### config.mk
export PLATFORM = sky130hd
export DESIGN_NAME = apb_data_port_flat
export DESIGN_NICKNAME = d
export VERILOG_FILES = /design/src/hw/mem_pkg.sv /design/src/hw/ram_data_if.sv /design/src/hw/apb_data_port.sv /design/src/flat_wrapper.sv
export SDC_FILE = /design/constraint.sdc
export NUM_CORES = 1
export LEC_CHECK = 0
export BUFFER_PORTS_ARGS = -buffer_cell sky130_fd_sc_hd__buf_2
export CORE_AREA = 2 2 73 75
export CTS_CLUSTER_DIAMETER = 150
export DETAILED_ROUTE_END_ITERATION = 10
export DIE_AREA = 0 0 75 77
export RECOVER_POWER = 50
export SLEW_MARGIN = 20
export SYNTH_ARGS = -nofsm -noshare
export SYNTH_HDL_FRONTEND = slang
export SYNTH_SLANG_ARGS = --single-unit
### constraint.sdc
create_clock -name clk_i -period 2.6 [get_ports clk_i]
set_input_delay 0.39 -clock clk_i [delete_from_list [all_inputs] [get_ports clk_i]]
set_output_delay 0.39 -clock clk_i [all_outputs]
set_load 0.05 [all_outputs]
### src/hw/mem_pkg.sv
// shared sizes and types of the memory subsystem
// the RAM is byte addressed, and the APB window starts at address zero
package mem_pkg;

    // byte address width of the RAM (4 KiB)
    localparam int MEM_ADDR_W = 12;

    // a fetch line is sixteen bytes, read as one 128-bit word
    localparam int LINE_BYTES = 16;
    localparam int LINE_W = 8 * LINE_BYTES;
    localparam int LINE_OFF_W = $clog2(LINE_BYTES);

    // full APB address; everything at or above 2**MEM_ADDR_W is out of range
    localparam int APB_ADDR_W = 32;

    // one data word seen either whole (APB side) or as four byte lanes (RAM side)
    typedef union packed {
        logic [31:0]     word;
        logic [3:0][7:0] bytes;
    } data_word_u;

endpackage

### src/hw/ram_data_if.sv
// 32-bit data port of the RAM. An access is a cycle with en high
// read data follows one clock later, and writes land on the same edge for enabled bytes
`timescale 1ns/100ps

interface ram_data_if;

    logic                            en;
    logic [mem_pkg::MEM_ADDR_W-1:0]  addr;
    mem_pkg::data_word_u             wdata;
    logic                            we;
    logic [3:0]                      be;
    mem_pkg::data_word_u             rdata;

    modport requester (
        output en, addr, wdata, we, be,
        input  rdata
    );

    modport ram (
        input  en, addr, wdata, we, be,
        output rdata
    );

    // the fetch buffer only watches for writes into its line
    modport snoop (
        input en, addr, we
    );

endinterface

### src/hw/apb_data_port.sv
// APB slave on the RAM data port. Writes take no wait state, reads take one
// addresses at or above 2**MEM_ADDR_W end at once with pslverr and never reach the RAM
`timescale 1ns/100ps

module apb_data_port (
    input  logic                           clk_i,
    input  logic                           arst_n_i,

    input  logic                           psel_i,
    input  logic                           penable_i,
    input  logic                           pwrite_i,
    input  logic [mem_pkg::APB_ADDR_W-1:0] paddr_i,
    input  logic [31:0]                    pwdata_i,
    input  logic [3:0]                     pstrb_i,
    output logic [31:0]                    prdata_o,
    output logic                           pready_o,
    output logic                           pslverr_o,

    ram_data_if.requester                  ram_if
);

    logic                in_range;
    logic                first_acc;
    logic                rd_pend_q;
    mem_pkg::data_word_u wdata_w;

    // only the lowest MEM_ADDR_W bits may be set for a valid access
    assign in_range = (paddr_i[mem_pkg::APB_ADDR_W-1:mem_pkg::MEM_ADDR_W] == '0);

    // rd_pend_q marks the second access cycle of a read, so it blocks a second issue
    assign first_acc = psel_i && penable_i && !rd_pend_q;

    always_comb begin
        wdata_w.word = pwdata_i;
        ram_if.en    = first_acc && in_range;
        ram_if.addr  = paddr_i[mem_pkg::MEM_ADDR_W-1:0];
        ram_if.wdata = wdata_w;
        ram_if.we    = pwrite_i;
        ram_if.be    = pstrb_i;
    end

    always_ff @(posedge clk_i or negedge arst_n_i) begin
        if (!arst_n_i) begin
            rd_pend_q <= 1'b0;
        end else begin
            rd_pend_q <= first_acc && in_range && !pwrite_i;
        end
    end

    // a write or an error finishes in the first access cycle, a read one cycle later
    assign pready_o  = (first_acc && (pwrite_i || !in_range)) || rd_pend_q;
    assign pslverr_o = first_acc && !in_range;

    // RAM read data is only passed on in the cycle it is valid, so errors return zero
    assign prdata_o  = rd_pend_q ? ram_if.rdata.word : 32'h0;

endmodule

### src/flat_wrapper.sv
// flat-port wrapper written by rule: the top's interface ports become plain ports
module apb_data_port_flat 
  (clk_i, arst_n_i, psel_i, penable_i, pwrite_i, paddr_i, pwdata_i, pstrb_i, prdata_o, pready_o, pslverr_o, ram_if_en, ram_if_addr, ram_if_wdata, ram_if_we, ram_if_be, ram_if_rdata);
  ram_data_if ram_if_i ();
  input  logic clk_i;
  input  logic arst_n_i;
  input  logic psel_i;
  input  logic penable_i;
  input  logic pwrite_i;
  input  logic [mem_pkg::APB_ADDR_W-1:0] paddr_i;
  input  logic [31:0] pwdata_i;
  input  logic [3:0] pstrb_i;
  output logic [31:0] prdata_o;
  output logic pready_o;
  output logic pslverr_o;
  output wire logic [$bits(ram_if_i.en)-1:0] ram_if_en;
  output wire logic [$bits(ram_if_i.addr)-1:0] ram_if_addr;
  output wire logic [$bits(ram_if_i.wdata)-1:0] ram_if_wdata;
  output wire logic [$bits(ram_if_i.we)-1:0] ram_if_we;
  output wire logic [$bits(ram_if_i.be)-1:0] ram_if_be;
  input wire logic [$bits(ram_if_i.rdata)-1:0] ram_if_rdata;
  assign ram_if_en = ram_if_i.en;
  assign ram_if_addr = ram_if_i.addr;
  assign ram_if_wdata = ram_if_i.wdata;
  assign ram_if_we = ram_if_i.we;
  assign ram_if_be = ram_if_i.be;
  assign ram_if_i.rdata = ram_if_rdata;
  apb_data_port u_core (.clk_i(clk_i), .arst_n_i(arst_n_i), .psel_i(psel_i), .penable_i(penable_i), .pwrite_i(pwrite_i), .paddr_i(paddr_i), .pwdata_i(pwdata_i), .pstrb_i(pstrb_i), .prdata_o(prdata_o), .pready_o(pready_o), .pslverr_o(pslverr_o), .ram_if(ram_if_i));
endmodule
==> key figures <==
Final layout
  – Share of layout cells above drive strength 1: a little over two thirds
  – Layout area overhead: 22.7%
  – ANT cells: 0
  – Register with the most flip-flops: u_core.rd_pend_q
  – Nets: 248
  – Max FFs per register: 1
  – Biggest regs: u_core.rd_pend_q x1

Worst setup path
  – Worst setup SP type: input pin
  – CP most frequent cell: buf_2
  – Setup CP Type: in2out
  – Setup crit start: paddr_i[22]
  – Required time of the critical path: 2210 ps
  – Slowest cell on crit path: nor4_2
  – Crit path cell chain: buf_2 > nor4_2 > nand3_1 > nor3_1 > buf_2
  – Crit-path max FO: 2
  – CP arrival: around 1500 ps
  – R2R depth: 2
  – CP top delay family: simple AND/OR/NAND/NOR gates
  – Levels on crit path: 5
  – Max incr delay on CP: 320 ps
  – CP bufs+invs: 2
  – CP Capture Type: output pin
  – Critical R2R Launch: u_core.rd_pend_q

Global routing
  – Global-route wire length before repair: 3.04 mm
  – Gr busiest metal: met2
  – Met2 Usage GRT: 13.2%
  – Met3 GRT Util: under 10%
  – GRT Util Overall: around 6.6%
  – Initial antenna violation count: 0
  – Total grt overflow: 0
  – Met1 GRT Util: 4.94%
  – Largest net degree at the start of global routing: 36
  – Vias in the first global route: 679

Yosys
  – Syn_nets: 206
  – Post-synthesis cell type count: 15
  – Synthesized area per cell: between 7 and 8 um2
  – Leading cell types by count after synthesis: buf_4 (49), and2_1 (32), nor4_2 (5)
  – Post-synth top flop: dfrtp_1
  – Yosys top cell by area: buf_4
  – Yosys top cell area share: 49.5%
  – Ys async rst share: 100%
  – Yosys warnings: 0
  – Area contributors post-synth: buf_4 (49%), and2_1 (27%), nor4_2 (8.4%)
  – Register bit total from synthesis: 1
  – EDFF count, synth: 0
  – Most frequent cell after synthesis: buf_4
  – Post-synthesis sequential area ratio: roughly 3.4%
  – Cell Area, Synth: 743 um2
  – Mapped Cells: just over 100

Power
  – P per Cell Area: 83.9 nW/um2
  – Leakage: roughly 0.55 nW
  – Internal: 0.0000499 W
  – Switching share of power: 34.8%
  – Combinational Power Share: between 70% and 80%
  – Clock Power Share: 0%
  – Max rail drop VDD: around 0.029 mV
  – Total power: around 0.000077 W
  – Switching power: roughly 0.000027 W
  – Reg power frac: 20.7%

Detailed routing
  – Routed WL per cell: ~11 um
  – Post-route ant nets: 0
  – Via density: 3.50
  – Initial drt markers: 2
  – DRT Pass-1 Iters: 2
  – DRC: 0
  – Via count: 739
  – Final wirelength: 2.32 mm

Timing
  – Post-route setup TNS: 0 ps
  – Hold Violations, Final: 0
  – Min Clock Period, post-route: 1870 ps
  – Hold slack: 167 ps
  – RSZ-0062 raised after global routing: false
  – Final Skew: 0 ps
  – Period utilisation layout: 71.8%
  – Rel. slew slack: 53.9%
  – Setup WS post-layout: 732 ps
  – Slew Limit Fails: 0
  – F_max: 535 MHz
  – Slew @ Worst Pin: 691 ps
  – Setup-failing EPs final: 0

Floorplan
  – Die Area: approximately 5800 um2
  – I/O pin count: approximately 190
  – Die X: 75 um
  – Starting density of the core: between 10 and 15%
  – Row cnt: 26
  – Core Box Area: 4980 um2
  – Die extent in y: 77 um

Clock tree
  – Clk_lat worst skew: 0 ps
  – Clock-pin transition on the worst setup and hold timing paths: 0 ps
  – Post-CTS setup buffer count: 0
  – Post-CTS Resized: 0
  – Cts hold-fix bufs: 0

Flow run
  – Max-cap violations: 0

Placed design
  – PortBufs: slightly above 90
  – Post-place setup slack: 674 ps
  – Placer Congestion: around 0.63

Worst hold path
  – Hold crit path type: in2async

Run status
  – Status: completed
-- routing by layer --
metal / vias to the layer above / wire length (um) / share of wire [%]
met5: - / 0 / 0
met4: 0 / 148 / 6.4
met3: 22 / 383 / 17
met2: 74 / 1120 / 48
met1: 292 / 662 / 29
li1: 351 / - / -
-- cell type report --
cell class / instances / area [um2]
fillers: 574 / 4070
multi-input cells: 48 / 339
flip-flops and latches: 1 / 25.0
well taps: 70 / 87.6
repair buffers: 92 / 460
-- kinds of logic after synthesis --
kind of cell | synth area share (%)
compound gates | 2.19
buf+inv | 51.0
flops | 3.37
simple gates | 43.4
-- metrics by stage --
stage | cell area [um2] | utilization, % | cells
2_1_floorplan | 743 | - | 101
3_3_place_gp | 912 | 18.3 | 211
3_5_place_dp | 912 | 18.3 | 211
4_1_cts | 912 | 18.3 | 211
5_1_grt | 912 | 18.3 | 211
6_report | 912 | 18.3 | 211
-- power by group through the flow --
stage                     Sequential, W  Combinational, W  Clock (W)
final                         0.0000158         0.0000607          0
after detailed placement      0.0000158         0.0000615          0
after CTS                     0.0000158         0.0000617          0
after global routing          0.0000158         0.0000673          0
after floorplan               0.0000159          0.000215          0
after global placement        0.0000158         0.0000603          0
-- placed cells by master, fill, tap and decap left out, drive strengths merged --
cell / count
dfrtp: 1
nor2: 1
a21oi: 2
nand2: 1
nor4: 6
and3: 1
and2: 33
nand3: 1
nand3b: 1
a31oi: 1
nor3: 1
buf: 92
-- worst paths after layout --
check | to | slack, ps
worst max-delay path | ram_if_en | 730
worst min-delay path | u_core.rd_pend_q | 170
worst max register to register | u_core.rd_pend_q | 1370
worst min register to register | u_core.rd_pend_q | 1130
max in group asynchronous | u_core.rd_pend_q | 2350
min in group clk_i | u_core.rd_pend_q | 600
-- worst register-to-register path, delay by kind of cell, from the launching register on --
family	cells	cell delay, ps
flops	1	620
simple gates	2	510
No activity file was read; power rests on OpenSTA's default activity.
