<file path="src/hw/mem_pkg.sv">
// shared sizes and types of the memory subsystem
// the RAM is byte addressed, and the APB window starts at address zero
package mem_pkg;

    // byte address width of the RAM (4 KiB)
    localparam int MEM_ADDR_W = 12;

    // a fetch line is sixteen bytes, read as one 128-bit word
    localparam int LINE_BYTES = 16;
    localparam int LINE_W = 8 * LINE_BYTES;
    localparam int LINE_OFF_W = $clog2(LINE_BYTES);

    // full APB address; everything at or above 2**MEM_ADDR_W is out of range
    localparam int APB_ADDR_W = 32;

    // one data word seen either whole (APB side) or as four byte lanes (RAM side)
    typedef union packed {
        logic [31:0]     word;
        logic [3:0][7:0] bytes;
    } data_word_u;

endpackage

</file>
<file path="src/hw/ram_data_if.sv">
// 32-bit data port of the RAM. An access is a cycle with en high
// read data follows one clock later, and writes land on the same edge for enabled bytes
`timescale 1ns/100ps

interface ram_data_if;

    logic                            en;
    logic [mem_pkg::MEM_ADDR_W-1:0]  addr;
    mem_pkg::data_word_u             wdata;
    logic                            we;
    logic [3:0]                      be;
    mem_pkg::data_word_u             rdata;

    modport requester (
        output en, addr, wdata, we, be,
        input  rdata
    );

    modport ram (
        input  en, addr, wdata, we, be,
        output rdata
    );

    // the fetch buffer only watches for writes into its line
    modport snoop (
        input en, addr, we
    );

endinterface

</file>
<file path="src/hw/fetch_buffer.sv">
// one-line instruction buffer. The requester holds fetch_req_i and fetch_addr_i
// until fetch_valid_o; a hit answers after one cycle and a miss after two
`timescale 1ns/100ps

module fetch_buffer (
    input  logic                           clk_i,
    input  logic                           arst_n_i,

    input  logic                           fetch_req_i,
    input  logic [mem_pkg::MEM_ADDR_W-1:0] fetch_addr_i,
    output logic [31:0]                    fetch_instr_o,
    output logic                           fetch_valid_o,

    // line port of the RAM, the line arrives one cycle after the address
    output logic [mem_pkg::MEM_ADDR_W-1:0] line_addr_o,
    input  logic [mem_pkg::LINE_W-1:0]     line_i,

    ram_data_if.snoop                      snoop_if
);

    logic [mem_pkg::LINE_W-1:0]                         line_q;
    logic [mem_pkg::MEM_ADDR_W-1:mem_pkg::LINE_OFF_W]   tag_q;
    logic                                               line_vld_q;
    logic                                               fill_q;
    logic                                               stale_q;

    logic [mem_pkg::MEM_ADDR_W-1:mem_pkg::LINE_OFF_W]   req_tag;
    logic [mem_pkg::MEM_ADDR_W-1:mem_pkg::LINE_OFF_W]   snoop_tag;
    logic [mem_pkg::LINE_OFF_W-3:0]                     word_sel;
    logic                                               snoop_wr;
    logic                                               snoop_buf;
    logic                                               snoop_req;
    logic                                               hit;
    logic                                               start;
    logic                                               fill_done;
    logic [mem_pkg::LINE_W-1:0]                         sel_line;

    assign req_tag   = fetch_addr_i[mem_pkg::MEM_ADDR_W-1:mem_pkg::LINE_OFF_W];
    assign word_sel  = fetch_addr_i[mem_pkg::LINE_OFF_W-1:2];
    assign snoop_tag = snoop_if.addr[mem_pkg::MEM_ADDR_W-1:mem_pkg::LINE_OFF_W];

    // the RAM line address always follows the request, aligned to the line
    assign line_addr_o = {req_tag, {mem_pkg::LINE_OFF_W{1'b0}}};

    assign snoop_wr  = snoop_if.en && snoop_if.we;
    assign snoop_buf = snoop_wr && (snoop_tag == tag_q);
    assign snoop_req = snoop_wr && (snoop_tag == req_tag);

    // a write into the buffered line in this cycle turns a hit into a miss
    assign hit   = line_vld_q && (tag_q == req_tag) && !snoop_buf;
    // fetch_req_i is still high in the fetch_valid_o cycle, so that cycle is skipped
    assign start = fetch_req_i && !fill_q && !fetch_valid_o;

    // line_i misses a write that landed on the edge it was read, so such a fill repeats
    assign fill_done = fill_q && !stale_q;

    assign sel_line = fill_q ? line_i : line_q;

    always_ff @(posedge clk_i or negedge arst_n_i) begin
        if (!arst_n_i) begin
            fill_q        <= 1'b0;
            stale_q       <= 1'b0;
            line_vld_q    <= 1'b0;
            fetch_valid_o <= 1'b0;
        end else begin
            fetch_valid_o <= 1'b0;
            stale_q       <= snoop_req;
            if (snoop_buf) begin
                line_vld_q <= 1'b0;
            end
            if (fill_done) begin
                fill_q        <= 1'b0;
                line_vld_q    <= !snoop_req;
                fetch_valid_o <= 1'b1;
            end else if (start) begin
                if (hit) begin
                    fetch_valid_o <= 1'b1;
                end else begin
                    fill_q <= 1'b1;
                end
            end
        end
    end

    always_ff @(posedge clk_i) begin
        if (fill_done) begin
            line_q <= line_i;
            tag_q  <= req_tag;
        end
        if (fill_done || (start && hit)) begin
            fetch_instr_o <= sel_line[32*word_sel +: 32];
        end
    end

endmodule

</file>
<file path="src/flat_wrapper.sv">
// flat-port wrapper written by rule: the top's interface ports become plain ports
module fetch_buffer_flat 
  (clk_i, arst_n_i, fetch_req_i, fetch_addr_i, fetch_instr_o, fetch_valid_o, line_addr_o, line_i, snoop_if_en, snoop_if_addr, snoop_if_we);
  ram_data_if snoop_if_i ();
  input  logic clk_i;
  input  logic arst_n_i;
  input  logic fetch_req_i;
  input  logic [mem_pkg::MEM_ADDR_W-1:0] fetch_addr_i;
  output logic [31:0] fetch_instr_o;
  output logic fetch_valid_o;
  output logic [mem_pkg::MEM_ADDR_W-1:0] line_addr_o;
  input  logic [mem_pkg::LINE_W-1:0] line_i;
  input wire logic [$bits(snoop_if_i.en)-1:0] snoop_if_en;
  input wire logic [$bits(snoop_if_i.addr)-1:0] snoop_if_addr;
  input wire logic [$bits(snoop_if_i.we)-1:0] snoop_if_we;
  assign snoop_if_i.en = snoop_if_en;
  assign snoop_if_i.addr = snoop_if_addr;
  assign snoop_if_i.we = snoop_if_we;
  fetch_buffer u_core (.clk_i(clk_i), .arst_n_i(arst_n_i), .fetch_req_i(fetch_req_i), .fetch_addr_i(fetch_addr_i), .fetch_instr_o(fetch_instr_o), .fetch_valid_o(fetch_valid_o), .line_addr_o(line_addr_o), .line_i(line_i), .snoop_if(snoop_if_i));
endmodule
</file>
<file path="config.mk">
export PLATFORM = sky130hd
export DESIGN_NAME = fetch_buffer_flat
export DESIGN_NICKNAME = d
export VERILOG_FILES = /design/src/hw/mem_pkg.sv /design/src/hw/ram_data_if.sv /design/src/hw/fetch_buffer.sv /design/src/flat_wrapper.sv
export SDC_FILE = /design/constraint.sdc
export NUM_CORES = 1
export LEC_CHECK = 0
export ABC_AREA = 1
export BUFFER_PORTS_ARGS = -buffer_cell sky130_fd_sc_hd__clkbuf_2
export CORE_UTILIZATION = 48
export CTS_CLUSTER_SIZE = 14
export DETAILED_ROUTE_END_ITERATION = 10
export GPL_TIMING_DRIVEN = 0
export MAX_ROUTING_LAYER = met4
export PLACE_DENSITY_LB_ADDON = 0.15
export SLEW_MARGIN = 40
export SYNTH_ARGS = -nofsm -noshare
export SYNTH_HDL_FRONTEND = slang
export SYNTH_SLANG_ARGS = --single-unit
</file>
<file path="constraint.sdc">
create_clock -name clk_i -period 5.39 [get_ports clk_i]
set_input_delay 0.2695 -clock clk_i [delete_from_list [all_inputs] [get_ports clk_i]]
set_output_delay 0.2695 -clock clk_i [all_outputs]
set_load 0.1 [all_outputs]
</file>
==> metrics.csv <==
metric,value,unit
P_int,2.54,mW
full die area,17200,um2
share of layout cells above drive strength 1,26.4,%
Commonest cells post-synth,"177 x nor2_1, 168 x edfxtp_1, 147 x nand2_1, 112 x o21ai_0, 34 x a21oi_1",
Yosys top cell area share,62.9,%
input/output buffers,190,
Final Hold Viols,0,
H-tree depth,4,
# hold bufs at CTS,1,
number of vias in the routed layout,6546,
Iter 0 DRT Violations,455,
Worst R2R Path Depth,8,
ys flop type,edfxtp_1,
global route hottest layer,met2,
Syn. warnings,0,
post-cts sizing count,0,
number of synthesized flops with an enable pin,168,
"FFs w/ async S/R, synth",2.33,%
number of top-level pins,202,
clock transition at the registers of the reported paths,0.07,ns
Logic pwr share,20.2,%
CP arrival,2.55,ns
Hold Path Class,in -> reg,
Post-Syn Instances,802,
cell area after synthesis,8020,um2
gr usage total,26.0,%
status,"finished, final reports clean",
Clk network pwr share,34.5,%
post-synth cell types,25,
post-synthesis register bit count,172,
final wirelength,21200,um
CP endpoint kind,register,
Power Total,3.61,mW
GPL Wtd Cong,0.794,
Post-DRT Antenna Nets,0,
core area,16100,um2
routed len/inst,17.0,um
Flop pwr share,45.2,%
Syn Area/Cell,10.0,um2
Peak VDD IR,0.247,mV
top-count cell post-synth,nor2_1,
"Slew Viols, Final",0,
sequential area share after synthesis,64.2,%
largest net degree at the start of global routing,34,
Multi-input gate area,2400,um2
GR Layer Usage met3,4.86,%
unrepaired setup endpoints after global routing,false,
switching share of power,29.7,%
Setup crit start kind,register,
Worst-Margin Slew,0.612,ns
Slew HR,59.2,%
met1 GRT Util,33.6,%
dpl hpwl,15000,um
Setup Buffers After CTS,0,
P per Cell Area,359,nW/um2
final core utilization,62.4,%
total iterations of the first detailed-routing run,5,
drc violations,0,
sum of negative setup slack,0,ns
chip width,131,um
GRT overflow,0,
number of cells in the finished layout apart from fillers,1253,
Clock Latency Late Sink,0.43,ns
cell taking the most area after synthesis,edfxtp_1,
CTS tree,yes,
crit path kind,reg -> reg,
DR vias/cell,5.22,
Sequential cell area,5140,um2
post-layout minimum cycle time,2.41,ns
"top cells by area, synth","edfxtp_1 63%, nor2_1 8.3%, o21ai_0 7.0%",
Initial Util,49.7,%
Fillers,1421,
clock sinks,172,
Syn-to-layout area delta,25.4,%
Min Hold Slack,0.0266,ns
Sw Pwr,1.07,mW
Crit Path Max Fanout,20,
initial antenna violation count,1,
CTS Buf Count,17,
Worst Path Required,5.52,ns
Max Clock Skew,0.0120,ns
hold depth,1,
dpl cells,1219,
Final Cycle Share,44.8,%
fmax,414,MHz
first-pass GRT wire length,33100,um
CTS max path bufs,2,
Final nets,1180,
grt met2 use,41.2,%
setup violators final,0,
static leakage,4.21,nW
Die Height,131,um
row cnt,46,
Max Cap Viol,0,
CTS Root Cell,clkbuf_16,
number of global-route vias before repair,6213,
-- metal layers --
layer | routed length [um] | share of wire, %
met1 | 9200 | 43
met2 | 10200 | 48
met3 | 1410 | 6.6
met4 | 395 | 1.9
met5 | 0 | 0
-- state kept, by name, indices dropped and copies added, names as in the netlist --
register / flops
u_core.fetch_instr_o: 32
u_core.tag_q: 8
u_core.fetch_valid_o: 1
u_core.line_vld_q: 1
u_core.stale_q: 1
u_core.fill_q: 1
u_core.line_q: 128
-- power groups by stage --
stage | clock, mW | combinational (mW) | sequential, mW
2_1_floorplan | 0 | 0.323 | 1.83
3_3_place_gp | 0 | 0.686 | 1.67
3_5_place_dp | 0 | 0.728 | 1.66
4_1_cts | 1.26 | 0.733 | 1.63
5_1_grt | 1.31 | 0.790 | 1.64
6_report | 1.25 | 0.731 | 1.63
-- area by class of cell --
class / instances / share of cell area [%]
sequential: 172 / 51.2
multi-input combinational: 547 / 23.9
timing repair buffer: 199 / 11.4
clock buffer: 17 / 4.23
buffer: 59 / 3.87
tap: 216 / 2.69
clock inverter: 15 / 1.71
inverter: 27 / 1.01
antenna: 1 / 0.0249
-- worst max-delay path, stage by stage (launching register included) --
cell     delay, ns
dfrtp_1       0.48
inv_2         0.09
buf_6         0.15
buf_2         0.20
nor2_4        0.42
buf_8         0.24
buf_16        0.18
buf_8         0.17
buf_16        0.17
-- cells in the final DEF, fill, tap and decap left out, types with 2 or more instances in the layout --
cell        instances
dfrtp_1             4
xor2_1              3
xnor2_1             2
clkbuf_2          190
nand3_1             8
buf_2              14
nand4_1             2
clkbuf_16          17
buf_6               9
nor2_1            177
o21ai_1            22
inv_1              25
buf_16              5
conb_1              4
bufinv_16           3
buf_1               2
nand2_1           146
clkbuf_1           16
a21oi_1            34
a31oi_1            32
edfxtp_1          168
clkinvlp_4          4
clkinv_1            3
inv_2               2
o21ai_0           112
buf_8               5
inv_6               3
buf_4              16
-- kinds of logic after synthesis --
| family | share of synthesized area [%] |
|---|---|
| XOR/XNOR | 0.546 |
| AND/OR/NAND/NOR | 16.0 |
| other | 0.0468 |
| AO/OA/AOI/OAI | 13.1 |
| flip-flops | 64.2 |
| buffers and inverters | 6.12 |
-- per-stage QoR --
stage | instance area, um2 | setup slack [ns]
detailed placement | 9440 | 3.02
global placement | 9250 | -0.497
global route | 10100 | 2.86
finish | 10100 | 2.98
CTS | 10100 | 2.97
floorplan | 8030 | 1.25
-- final timing paths --
check	startpoint	endpoint	slack [ns]
worst max-delay path	u_core.fill_q	u_core.line_q[53]	2.98
max in group asynchronous	arst_n_i	u_core.fetch_valid_o	5.06
worst min-delay path	line_i[41]	u_core.line_q[41]	0.03
worst min register to register	u_core.line_vld_q	u_core.line_vld_q	0.53
min in group asynchronous	arst_n_i	u_core.fill_q	0.19
worst max register to register	u_core.fill_q	u_core.line_q[53]	2.98
Note: power is estimated with default switching activity, not from simulation.
